File: config.mk
export PLATFORM = sky130hd
export DESIGN_NAME = sf3_flash_ctrl
export DESIGN_NICKNAME = d
export VERILOG_FILES = /design/src/hdl/sf3_pkg.sv /design/src/hdl/spi_xfer_if.sv /design/src/hdl/flash_cmd_sequencer.sv /design/src/hdl/sf3_flash_ctrl.sv /design/src/hdl/spi_byte_engine.sv
export SDC_FILE = /design/constraint.sdc
export NUM_CORES = 1
export LEC_CHECK = 0
export ABC_AREA = 0
export BUFFER_PORTS_ARGS = -buffer_cell sky130_fd_sc_hd__clkbuf_2
export CAP_MARGIN = 20
export CORE_ASPECT_RATIO = 1.5
export CORE_MARGIN = 2
export CORE_UTILIZATION = 59
export CTS_CLUSTER_SIZE = 8
export DETAILED_ROUTE_END_ITERATION = 8
export PLACE_DENSITY_LB_ADDON = 0.1
export REMOVE_ABC_BUFFERS = 1
export SYNTH_ARGS = -nofsm -noshare
export SYNTH_HDL_FRONTEND = slang
export SYNTH_SLANG_ARGS = --single-unit
File: constraint.sdc
create_clock -name i_ext_spi_clk_x -period 4.04 [get_ports i_ext_spi_clk_x]
set_clock_uncertainty 0.05 [all_clocks]
set_input_delay 0.202 -clock i_ext_spi_clk_x [delete_from_list [all_inputs] [get_ports i_ext_spi_clk_x]]
set_output_delay 0.202 -clock i_ext_spi_clk_x [all_outputs]
set_load 0.05 [all_outputs]
File: src/hdl/sf3_pkg.sv
package sf3_pkg;

    // ----------------------------------------------------------------------
    // N25Q command set used by the controller
    // ----------------------------------------------------------------------
    typedef enum logic [7:0] {
        OP_WRITE_ENABLE = 8'h06,
        OP_READ_STATUS  = 8'h05,
        OP_READ_FLAG    = 8'h70,
        OP_READ_4B      = 8'h0C,
        OP_ERASE_SUB_4B = 8'h21,
        OP_PROGRAM_4B   = 8'h12
    } t_n25q_opcode;

    // ----------------------------------------------------------------------
    // Command sequencer states
    // ----------------------------------------------------------------------
    typedef enum logic [4:0] {
        ST_BOOT_WAIT,
        ST_STATUS_POLL,
        ST_STATUS_WAIT,
        ST_FLAG_POLL,
        ST_FLAG_WAIT,
        ST_IDLE,
        ST_READ,
        ST_READ_DATA,
        ST_WREN,
        ST_WREN_WAIT,
        ST_ERASE,
        ST_PROGRAM,
        ST_PROGRAM_DATA,
        ST_XFER_WAIT
    } t_seq_state;

    // ----------------------------------------------------------------------
    // Flash geometry and access constants
    // ----------------------------------------------------------------------
    localparam integer c_addr_bytes        = 4;
    localparam integer c_page_bytes        = 256;
    localparam integer c_subsector_bytes   = 4096;
    localparam integer c_read_dummy_clocks = 8;

    // Opcode, address and one full page fit in a phase count
    typedef logic [8:0]  t_xfer_len;
    typedef logic [31:0] t_flash_addr;
    typedef logic [7:0]  t_flash_byte;

endpackage

File: src/hdl/spi_xfer_if.sv
interface spi_xfer_if;
    import sf3_pkg::*;

    // Request, sampled by the engine together with go
    logic        go;
    t_xfer_len   tx_len;
    t_xfer_len   rx_len;
    logic [3:0]  dummy_clocks;

    // Transmit bytes, one per tx_take
    t_flash_byte tx_data;
    logic        tx_valid;
    logic        tx_take;

    // Receive bytes and engine status
    t_flash_byte rx_data;
    logic        rx_valid;
    logic        idle;

    modport seq (
        output go, tx_len, rx_len, dummy_clocks, tx_data, tx_valid,
        input  tx_take, rx_data, rx_valid, idle
    );

    modport eng (
        input  go, tx_len, rx_len, dummy_clocks, tx_data, tx_valid,
        output tx_take, rx_data, rx_valid, idle
    );

endinterface

File: src/hdl/flash_cmd_sequencer.sv
module flash_cmd_sequencer #(
    parameter int unsigned p_boot_wait_cycles = 4000
) (
    input  logic                 i_ext_spi_clk_x,
    input  logic                 i_srst,
    input  logic                 i_cmd_random_read,
    input  logic                 i_cmd_erase_subsector,
    input  logic                 i_cmd_page_program,
    input  sf3_pkg::t_flash_addr i_address_of_cmd,
    input  sf3_pkg::t_xfer_len   i_len_random_read,
    input  sf3_pkg::t_flash_byte i_wr_data_stream,
    input  logic                 i_wr_data_valid,
    output logic                 o_command_ready,
    output logic                 o_wr_data_ready,
    output sf3_pkg::t_flash_byte o_rd_data_stream,
    output logic                 o_rd_data_valid,
    output sf3_pkg::t_flash_byte o_reg_status,
    output sf3_pkg::t_flash_byte o_reg_flag,
    spi_xfer_if.seq              x
);
    import sf3_pkg::*;

    localparam int c_boot_cnt_bits = $clog2(p_boot_wait_cycles + 1);

    t_seq_state                 state_q;
    logic [c_boot_cnt_bits-1:0] boot_cnt_q;
    logic [2:0]                 byte_idx_q;
    t_xfer_len                  page_cnt_q;
    logic                       prog_q;
    t_flash_addr                addr_q;
    t_xfer_len                  rd_len_q;
    t_flash_byte                status_q;
    t_flash_byte                flag_q;

    t_n25q_opcode hdr_op;
    logic [2:0]   hdr_last;
    logic         hdr_state;
    logic         hdr_done;
    t_seq_state   hdr_next;
    logic         cmd_accept;

    // ----------------------------------------------------------------------
    // Transaction header of the current state
    // ----------------------------------------------------------------------
    always_comb begin
        hdr_state      = 1'b1;
        hdr_op         = OP_READ_STATUS;
        hdr_last       = 3'd0;
        hdr_next       = ST_STATUS_WAIT;
        x.tx_len       = t_xfer_len'(1);
        x.rx_len       = '0;
        x.dummy_clocks = '0;
        case (state_q)
            ST_STATUS_POLL: begin
                x.rx_len = t_xfer_len'(1);
            end
            ST_FLAG_POLL: begin
                hdr_op   = OP_READ_FLAG;
                hdr_next = ST_FLAG_WAIT;
                x.rx_len = t_xfer_len'(1);
            end
            ST_WREN: begin
                hdr_op   = OP_WRITE_ENABLE;
                hdr_next = ST_WREN_WAIT;
            end
            ST_READ: begin
                hdr_op         = OP_READ_4B;
                hdr_next       = ST_READ_DATA;
                hdr_last       = 3'(c_addr_bytes);
                x.tx_len       = t_xfer_len'(1 + c_addr_bytes);
                x.rx_len       = rd_len_q;
                x.dummy_clocks = 4'(c_read_dummy_clocks);
            end
            ST_ERASE: begin
                hdr_op   = OP_ERASE_SUB_4B;
                hdr_next = ST_XFER_WAIT;
                hdr_last = 3'(c_addr_bytes);
                x.tx_len = t_xfer_len'(1 + c_addr_bytes);
            end
            ST_PROGRAM: begin
                hdr_op   = OP_PROGRAM_4B;
                hdr_next = ST_PROGRAM_DATA;
                hdr_last = 3'(c_addr_bytes);
                x.tx_len = t_xfer_len'(1 + c_addr_bytes + c_page_bytes);
            end
            default: begin
                hdr_state = 1'b0;
            end
        endcase
    end

    // Opcode goes out at go, the address follows MSB first
    assign x.go     = hdr_state && (byte_idx_q == 3'd0) && x.idle;
    assign hdr_done = hdr_state && x.tx_take && (byte_idx_q == hdr_last);

    always_comb begin
        if (state_q == ST_PROGRAM_DATA) begin
            x.tx_valid = i_wr_data_valid;
            x.tx_data  = i_wr_data_stream;
        end else begin
            x.tx_valid = hdr_state;
            x.tx_data  = (byte_idx_q == 3'd0) ? t_flash_byte'(hdr_op) : addr_q[31:24];
        end
    end

    assign cmd_accept = (state_q == ST_IDLE) &&
                        (i_cmd_random_read || i_cmd_erase_subsector || i_cmd_page_program);

    // ----------------------------------------------------------------------
    // State machine
    // ----------------------------------------------------------------------
    always_ff @(posedge i_ext_spi_clk_x) begin
        if (i_srst) begin
            state_q    <= ST_BOOT_WAIT;
            boot_cnt_q <= '0;
            byte_idx_q <= '0;
            page_cnt_q <= '0;
            prog_q     <= 1'b0;
            status_q   <= '0;
            flag_q     <= '0;
        end else begin
            if (hdr_done) begin
                byte_idx_q <= '0;
                state_q    <= hdr_next;
            end else if (hdr_state && x.tx_take) begin
                byte_idx_q <= byte_idx_q + 3'd1;
            end

            case (state_q)
                ST_BOOT_WAIT: begin
                    if (boot_cnt_q == c_boot_cnt_bits'(p_boot_wait_cycles - 1)) begin
                        state_q <= ST_STATUS_POLL;
                    end else begin
                        boot_cnt_q <= boot_cnt_q + 1'b1;
                    end
                end
                ST_STATUS_WAIT: begin
                    if (x.rx_valid) begin
                        status_q <= x.rx_data;
                    end
                    // Busy bit 0 keeps the status poll going
                    if (x.idle) begin
                        state_q <= status_q[0] ? ST_STATUS_POLL : ST_FLAG_POLL;
                    end
                end
                ST_FLAG_WAIT: begin
                    if (x.rx_valid) begin
                        flag_q <= x.rx_data;
                    end
                    if (x.idle) begin
                        state_q <= flag_q[7] ? ST_IDLE : ST_FLAG_POLL;
                    end
                end
                ST_IDLE: begin
                    // Read wins over erase, erase over program
                    if (i_cmd_random_read) begin
                        state_q <= ST_READ;
                    end else if (i_cmd_erase_subsector) begin
                        state_q <= ST_WREN;
                        prog_q  <= 1'b0;
                    end else if (i_cmd_page_program) begin
                        state_q <= ST_WREN;
                        prog_q  <= 1'b1;
                    end
                end
                ST_READ_DATA: begin
                    if (x.idle) begin
                        state_q <= ST_IDLE;
                    end
                end
                ST_WREN_WAIT: begin
                    if (x.idle) begin
                        state_q <= prog_q ? ST_PROGRAM : ST_ERASE;
                    end
                end
                ST_PROGRAM_DATA: begin
                    if (x.tx_take) begin
                        if (page_cnt_q == t_xfer_len'(c_page_bytes - 1)) begin
                            page_cnt_q <= '0;
                            state_q    <= ST_XFER_WAIT;
                        end else begin
                            page_cnt_q <= page_cnt_q + 1'b1;
                        end
                    end
                end
                ST_XFER_WAIT: begin
                    if (x.idle) begin
                        state_q <= ST_FLAG_POLL;
                    end
                end
                default: begin
                end
            endcase
        end
    end

    // Command payload, the address shifts out one byte per take
    always_ff @(posedge i_ext_spi_clk_x) begin
        if (cmd_accept) begin
            addr_q   <= i_address_of_cmd;
            rd_len_q <= i_len_random_read;
        end else if (hdr_state && x.tx_take && (byte_idx_q != 3'd0)) begin
            addr_q <= {addr_q[23:0], 8'h00};
        end
    end

    assign o_command_ready  = (state_q == ST_IDLE);
    assign o_wr_data_ready  = (state_q == ST_PROGRAM_DATA) && x.tx_take;
    assign o_rd_data_stream = x.rx_data;
    assign o_rd_data_valid  = (state_q == ST_READ_DATA) && x.rx_valid;
    assign o_reg_status     = status_q;
    assign o_reg_flag       = flag_q;

endmodule

File: src/hdl/sf3_flash_ctrl.sv
module sf3_flash_ctrl #(
    parameter int unsigned p_boot_wait_cycles = 4000
) (
    input  logic                 i_ext_spi_clk_x,
    input  logic                 i_srst,
    // Command interface
    input  logic                 i_cmd_random_read,
    input  logic                 i_cmd_erase_subsector,
    input  logic                 i_cmd_page_program,
    input  sf3_pkg::t_flash_addr i_address_of_cmd,
    input  sf3_pkg::t_xfer_len   i_len_random_read,
    output logic                 o_command_ready,
    // Write and read streams
    input  sf3_pkg::t_flash_byte i_wr_data_stream,
    input  logic                 i_wr_data_valid,
    output logic                 o_wr_data_ready,
    output sf3_pkg::t_flash_byte o_rd_data_stream,
    output logic                 o_rd_data_valid,
    // Last register values read from the flash
    output sf3_pkg::t_flash_byte o_reg_status,
    output sf3_pkg::t_flash_byte o_reg_flag,
    // SPI pins
    output logic                 o_spi_sck,
    output logic                 o_spi_cs_n,
    output logic                 o_spi_mosi,
    input  logic                 i_spi_miso
);

    spi_xfer_if x ();

    flash_cmd_sequencer #(
        .p_boot_wait_cycles(p_boot_wait_cycles)
    ) u_seq (
        .i_ext_spi_clk_x      (i_ext_spi_clk_x),
        .i_srst               (i_srst),
        .i_cmd_random_read    (i_cmd_random_read),
        .i_cmd_erase_subsector(i_cmd_erase_subsector),
        .i_cmd_page_program   (i_cmd_page_program),
        .i_address_of_cmd     (i_address_of_cmd),
        .i_len_random_read    (i_len_random_read),
        .i_wr_data_stream     (i_wr_data_stream),
        .i_wr_data_valid      (i_wr_data_valid),
        .o_command_ready      (o_command_ready),
        .o_wr_data_ready      (o_wr_data_ready),
        .o_rd_data_stream     (o_rd_data_stream),
        .o_rd_data_valid      (o_rd_data_valid),
        .o_reg_status         (o_reg_status),
        .o_reg_flag           (o_reg_flag),
        .x                    (x.seq)
    );

    spi_byte_engine u_eng (
        .i_ext_spi_clk_x(i_ext_spi_clk_x),
        .i_srst         (i_srst),
        .i_spi_miso     (i_spi_miso),
        .o_spi_sck      (o_spi_sck),
        .o_spi_cs_n     (o_spi_cs_n),
        .o_spi_mosi     (o_spi_mosi),
        .x              (x.eng)
    );

endmodule

File: src/hdl/spi_byte_engine.sv
module spi_byte_engine (
    input  logic i_ext_spi_clk_x,
    input  logic i_srst,
    input  logic i_spi_miso,
    output logic o_spi_sck,
    output logic o_spi_cs_n,
    output logic o_spi_mosi,
    spi_xfer_if.eng x
);
    import sf3_pkg::*;

    typedef enum logic [2:0] {
        PH_IDLE,
        PH_SEND,
        PH_DUMMY,
        PH_RECV,
        PH_RELEASE
    } t_phase;

    t_phase      ph_q;
    logic        sck_q;
    logic        cs_n_q;
    logic        armed_q;
    logic [2:0]  bit_q;
    t_xfer_len   tx_left_q;
    t_xfer_len   rx_left_q;
    logic [3:0]  dmy_left_q;
    logic        rx_valid_q;
    t_flash_byte tx_sh_q;
    t_flash_byte rx_sh_q;

    t_xfer_len   tx_left;
    t_xfer_len   rx_left;
    logic [3:0]  dmy_left;
    logic        active;
    logic        step;
    logic        in_byte;

    // While idle the counts come straight from the request
    assign tx_left  = (ph_q == PH_IDLE) ? x.tx_len : tx_left_q;
    assign rx_left  = (ph_q == PH_IDLE) ? x.rx_len : rx_left_q;
    assign dmy_left = (ph_q == PH_IDLE) ? x.dummy_clocks : dmy_left_q;

    assign active = (ph_q == PH_SEND) || (ph_q == PH_DUMMY) || (ph_q == PH_RECV);

    // A new SCK low half begins at this edge, or a stalled byte is retried
    assign step    = (ph_q == PH_IDLE) ? x.go : active && (sck_q || !armed_q);
    assign in_byte = armed_q && (ph_q != PH_DUMMY) && (bit_q != 3'd0);

    assign x.tx_take  = step && !in_byte && (tx_left != '0) && x.tx_valid;
    assign x.rx_data  = rx_sh_q;
    assign x.rx_valid = rx_valid_q;
    assign x.idle     = (ph_q == PH_IDLE);

    assign o_spi_sck  = sck_q;
    assign o_spi_cs_n = cs_n_q;
    assign o_spi_mosi = tx_sh_q[7];

    // ----------------------------------------------------------------------
    // Phase control and SCK generation
    // ----------------------------------------------------------------------
    always_ff @(posedge i_ext_spi_clk_x) begin
        if (i_srst) begin
            ph_q       <= PH_IDLE;
            sck_q      <= 1'b0;
            cs_n_q     <= 1'b1;
            armed_q    <= 1'b0;
            bit_q      <= '0;
            tx_left_q  <= '0;
            rx_left_q  <= '0;
            dmy_left_q <= '0;
            rx_valid_q <= 1'b0;
        end else begin
            rx_valid_q <= 1'b0;
            if (ph_q == PH_RELEASE) begin
                ph_q <= PH_IDLE;
            end else if (step) begin
                sck_q      <= 1'b0;
                cs_n_q     <= 1'b0;
                tx_left_q  <= tx_left;
                rx_left_q  <= rx_left;
                dmy_left_q <= dmy_left;
                if (in_byte) begin
                    bit_q <= bit_q - 3'd1;
                end else if (tx_left != '0) begin
                    // Without tx_valid SCK stays low and the load is retried
                    ph_q    <= PH_SEND;
                    bit_q   <= 3'd7;
                    armed_q <= x.tx_valid;
                    if (x.tx_valid) begin
                        tx_left_q <= tx_left - 1'b1;
                    end
                end else if (dmy_left != '0) begin
                    ph_q       <= PH_DUMMY;
                    armed_q    <= 1'b1;
                    dmy_left_q <= dmy_left - 1'b1;
                end else if (rx_left != '0) begin
                    ph_q      <= PH_RECV;
                    armed_q   <= 1'b1;
                    bit_q     <= 3'd7;
                    rx_left_q <= rx_left - 1'b1;
                end else begin
                    ph_q    <= PH_RELEASE;
                    armed_q <= 1'b0;
                    cs_n_q  <= 1'b1;
                end
            end else if (armed_q) begin
                // Rising SCK edge, the flash sees MOSI and MISO is captured
                sck_q <= 1'b1;
                if (ph_q == PH_RECV) begin
                    rx_valid_q <= (bit_q == 3'd0);
                end
            end
        end
    end

    // ----------------------------------------------------------------------
    // Shift registers, MSB first
    // ----------------------------------------------------------------------
    always_ff @(posedge i_ext_spi_clk_x) begin
        if (x.tx_take) begin
            tx_sh_q <= x.tx_data;
        end else if (step && in_byte && (ph_q == PH_SEND)) begin
            tx_sh_q <= {tx_sh_q[6:0], 1'b0};
        end
        if (!step && armed_q && (ph_q == PH_RECV)) begin
            rx_sh_q <= {rx_sh_q[6:0], i_spi_miso};
        end
    end

endmodule

-- Word-level counts from Yosys, hierarchy flattened
Index checks and enable logic that the tools add are counted.
- register bits after elaboration: 135
- output and inout port bits: 30
- word-level logic and storage cells: 175
- $add $sub $neg: 7
- equality and inequality tests: 22
- multiplexer cells: 63
- bitwise logic cells: 6
- reduce and logical (&&, ||, !) cells: 57
- operators by type and width (operator ; count):
    $mux W9 ; 10
    $mux W32 ; 2
    $mux W5 ; 12
    $pmux W5 S8 ; 1
    $pmux W9 S2 ; 2
    $pmux W7 S5 ; 1
    $mux W8 ; 4
    $eq A5 B4 Y1 const B ; 6
    $mux W3 ; 9
    $eq A5 B3 Y1 const B ; 4
    $mux W4 ; 5
    $pmux W4 S5 ; 1
    $logic_and A1 B1 Y1 ; 18
    $reduce_bool A9 Y1 ; 2
    $sub A9 B1 Y9 const B ; 2
    $mux W1 ; 15
    $reduce_and A2 Y1 ; 7
    $add A12 B1 Y12 const B ; 1
    $eq A12 B12 Y1 const B ; 1
    $eq A5 B2 Y1 const B ; 2
    $add A9 B1 Y9 const B ; 1
    $eq A9 B8 Y1 const B ; 1
    $logic_not A3 Y1 ; 3
    $reduce_bool A3 Y1 ; 3
    23 further kinds ; 42

-- Depth between registers and ports, before layout
- depth in word-level cells: 16
- gate-level depth with buffers: 14
- depth with buffers taken out: 10

-- Hierarchy
Synthesis repeated with hierarchy kept, for this count alone.
- cells, all modules: 805
- area, all modules: 7606.0 um^2
- by module, submodules not included (module ; instances ; cells an instance ; area each (um^2) ; seq. area each (um^2)):
    flash_cmd_sequencer ; 1 ; 458 ; 4630.7 ; 2152.1
    spi_byte_engine ; 1 ; 347 ; 2975.4 ; 1121.1

-- Least setup slack after synthesis
No wires, ideal clock.
- path type: register -> register
- start: register u_seq.state_q[4]
- end: register u_seq.addr_q[0], enable pin
- library setup time: 0.388 ns
- arrival time: 3.329 ns
- setup slack: 0.273 ns
- stages on the path, launching flop included: 8
- clock period less this slack: 3.767 ns
- cells stage by stage: dfxtp_1 > clkbuf_1 > or3b_2 > nor2_1 > o31a_1 > buf_2 > clkbuf_1 > a21o_1
- RTL lines (element ; line ; source):
    from (decl) ; flash_cmd_sequencer.sv:25 ; t_seq_state state_q;
    from (signal assigned) ; flash_cmd_sequencer.sv:124 ; state_q <= hdr_next;
    from (signal assigned) ; flash_cmd_sequencer.sv:143 ; state_q <= status_q[0] ? ST_STATUS_POLL : ST_FLAG_POLL;
    from (signal assigned) ; flash_cmd_sequencer.sv:151 ; state_q <= flag_q[7] ? ST_IDLE : ST_FLAG_POLL;
    $eq A5 B3 Y1 ; - ;
    named net o_command_ready ; sf3_flash_ctrl.sv:12 ; output logic o_command_ready,
    $logic_and A1 B1 Y1 ; flash_cmd_sequencer.sv:106 ; assign cmd_accept = (state_q == ST_IDLE) &&
    named net u_seq.cmd_accept ; flash_cmd_sequencer.sv:40 ; logic cmd_accept;
    $reduce_bool A2 Y1 (no line) ; - ;
    to (signal assigned) ; flash_cmd_sequencer.sv:200 ; addr_q <= i_address_of_cmd;
    to (signal assigned) ; flash_cmd_sequencer.sv:203 ; addr_q <= {addr_q[23:0], 8'h00};
    to (decl) ; flash_cmd_sequencer.sv:30 ; t_flash_addr addr_q;
The timed path passes the listed nets, and every way through them passes these cells.
A chain may end at the register's enable or synchronous reset.

-- Final worst setup path
- start: register u_seq.state_q[0]
- end: output o_wr_data_ready
- cells in the longest elaborated chain, start to end: 10
- ends and longest elaborated chain (element ; line ; source):
    parallel branches: the longest is 9 deep, another holds $pmux W9 S2 ; - ;
    $logic_and A1 B1 Y1 * ; flash_cmd_sequencer.sv:208 ; assign o_wr_data_ready = (state_q == ST_PROGRAM_DATA) && x.tx_take;
    to (decl) ; sf3_flash_ctrl.sv:16 ; output logic o_wr_data_ready,
Every way passes the cells marked *.

==> impl_results.md <==
- Initial Util: 59.9%
- TritonCTS clock tree: done
- Root Buffer: clkbuf_16
- Number of CTS-inserted buffers: 17
- Critical path type: reg2out
- Worst EP required: 3790 ps
- GR Overflow Total: 0
- # IOs: 86
- Drt first pass iters: 5
- Top cell type's share of synthesized area: 24.0%
- Wire per inst: 18.5 µm
- Vias/cell: 6.29
- Most frequent cell after synthesis: nor2_1
- Outcome: finished clean
- Final Hold Vio Count: 0
- DIE AREA: 13000 µm²
- # DRC: 0
- 1st-iter DRT viols: 450
- PortBufs: 85
- Cell Int Power: 2.51 mW
- Critical path, cell by cell: buf_4, nand2b_1, o221ai_1, a21bo_1, nand4_2, inv_1, clkbuf_2
- Sequential fraction of the synthesis area: 45.9%
- Antenna viol nets, final: 0
- Proportion of layout cells with a drive suffix above 1: 22.9%
- RSZ-0062 raised after global routing: false
- Unique masters post-synth: 84
- Reg power frac: 40.5%
- Die Y: 139 µm
- Placed Instances: 939
- Crit-path max FO: 18
- Slew headroom: 43.1%
- Setup WS pre-CTS: 825 ps
- Crit path time final: 3650 ps
- Synthesized area: 7130 µm²
- Worst-Skew Late Latency: 420 ps
- Number of flops mapped to enable cells by yosys: 57
- Final WS setup: 386 ps
- Synth Instances: 734
- Main synth FF type: dfxtp_1
- Die Width: 93.7 µm
- Largest net degree at the start of global routing: 70
- Worst Max-Slew Pin Slew: 846 ps
- Worst vdd ir: 0.342 mV
- Synthesized area per cell: 9.71 µm²
- Initial antenna violation count: 0
- Clk pin slew, worst setup/hold paths: 70 ps
- Final core utilization: 70.6%
- Net count, final: 887
- Nature of the critical path endpoint: primary output
- CORE AREA: 11900 µm²
- GRT Overall Usage: 28.5%
- Critical Path Max Stage Delay: 560 ps
- Placement Rows: 49
- Net switching fraction of the power: 32.2%
- Post-synth ARST share: 0%
- Max-cap viol count: 0
- Ant. Diodes: 0
- Switch Pwr: 1.19 mW
- Crit share post-route: 90.4%
- DR vias: 6205
- Maximum clock rate: 0.274 GHz
- Hold WC Path Type: in2reg
- Fin cells: 987
- Clock sinks: 135
- Area Overhead vs Synth: 17.8%
- Gate power share: 18.0%
- Final Wtd Congestion: 0.936
- CP max-delay cell: a21bo_1
- Final Max Slew Viols: 0
- H-tree depth: 4
- Startpoint types: register
- Endpoints failing setup: 0
- Synthesis-stage register bit count: 135
- Static Leakage: 3.21 nW
- HPWL Detailed: 12.5 mm
- Warnings, synthesis: 0
- Area contributors post-synth: edfxtp_1 24%, dfxtp_1 22%, nor2_1 4.2%
- Setup_tns: 0 ps
- Dominant cell type by area after synthesis: edfxtp_1
- Synth top cells by count: 79 x nor2_1, 78 x dfxtp_1, 57 x edfxtp_1
- Clk buf depth: 2
- Global-route wire length before repair: 29.4 mm
- Drt total wl: 18.3 mm
- Cell Pwr Density: 441 nW/µm²
- CP Data Arrival Time: 3400 ps
- Number of global-route vias before repair: 5995
- Clock power frac: 41.5%
## path summary, 6_finish.rpt
kind                            start  slack [ps]  cells past startpoint                  end
setup / recovery     u_seq.state_q[0]         390                      7      o_wr_data_ready
hold / removal    i_address_of_cmd[3]           9                      2      u_seq.addr_q[3]
setup reg to reg     u_seq.state_q[0]         780                      7  u_seq.page_cnt_q[6]
hold reg to reg    u_eng.rx_left_q[8]         410                      2   u_eng.rx_left_q[8]
## cells by family after synthesis
logic type / Yosys count / share of synthesized area, %
simple gates: 294 / 22.2
compound gates: 167 / 16.7
flops: 135 / 45.9
buf+inv: 61 / 3.91
mux: 47 / 7.04
xor+xnor: 20 / 2.46
fa+ha+maj: 10 / 1.76
## cell type report
cell class	count	area, µm²
inverter	12	45.0
timing repair buffer	117	706
tap	153	191
fill	941	3500
sequential	135	3270
clock buffer	17	425
clock inverter	15	169
multi-input combinational	538	3590
## through the flow
step           hold slack (ps)  area, µm²  power [mW]
5_1_grt                   7.89       8400        3.84
3_3_place_gp               331       7640        2.14
3_5_place_dp               331       7640        2.16
6_report                  8.98       8400        3.70
4_1_cts                   1.07       8400        3.70
2_1_floorplan              219       6890        1.95
## routing by layer
| layer | vias to the layer above | track usage, % | share of wire [%] |
|---|---|---|---|
| met2 | 275 | 48.4 | 51 |
| met3 | 48 | 5.76 | 6.5 |
| met1 | 2948 | 33.6 | 39 |
| met4 | 0 | 14.3 | 4.0 |
| met5 | - | 0 | 0 |
| li1 | 2934 | - | - |
## power by group through the flow
stage                     Sequential (mW)  Combinational, mW  Clock, mW
after CTS                            1.50              0.650       1.55
final                                1.50              0.665       1.54
after global routing                 1.50              0.723       1.61
after detailed placement             1.52              0.631          0
after floorplan                      1.54              0.414          0
after global placement               1.52              0.617          0
## flip-flops by register name, summed over array words and instances (netlist names), 9 cells and up
register,count
u_eng.rx_left_q,9
u_eng.tx_left_q,9
u_seq.addr_q,32
u_seq.boot_cnt_q,12
u_seq.page_cnt_q,9
u_seq.rd_len_q,9
## placed cells by master (no fill, tap or decap), types with 16 or more instances in the layout
master,n
clkbuf_2,85
nor2_1,79
dfxtp_1,78
edfxtp_1,57
nand2_1,51
a21oi_1,38
nand3_1,31
o21ai_0,26
mux2_2,25
mux2i_1,22
nor3_1,19
clkbuf_16,17
dlygate4sd3_1,16
buf_4,16
## critical path, delay by kind of cell, from the launching register on
kind | cells | cell delay [ps]
AOI/OAI and AO/OA | 2 | 1040
and+or+nand+nor | 2 | 550
DFF | 1 | 510
buffers and inverters | 3 | 880
## repair_timing
| item | in CTS | in global routing |
|---|---|---|
| hold buffers | 16 | 0 |
| endpoints found under the hold margin | 16 | 0 |
| buffers inserted | 0 | 0 |
| resized for setup | 0 | 0 |
(Power assumes the default switching activity.)
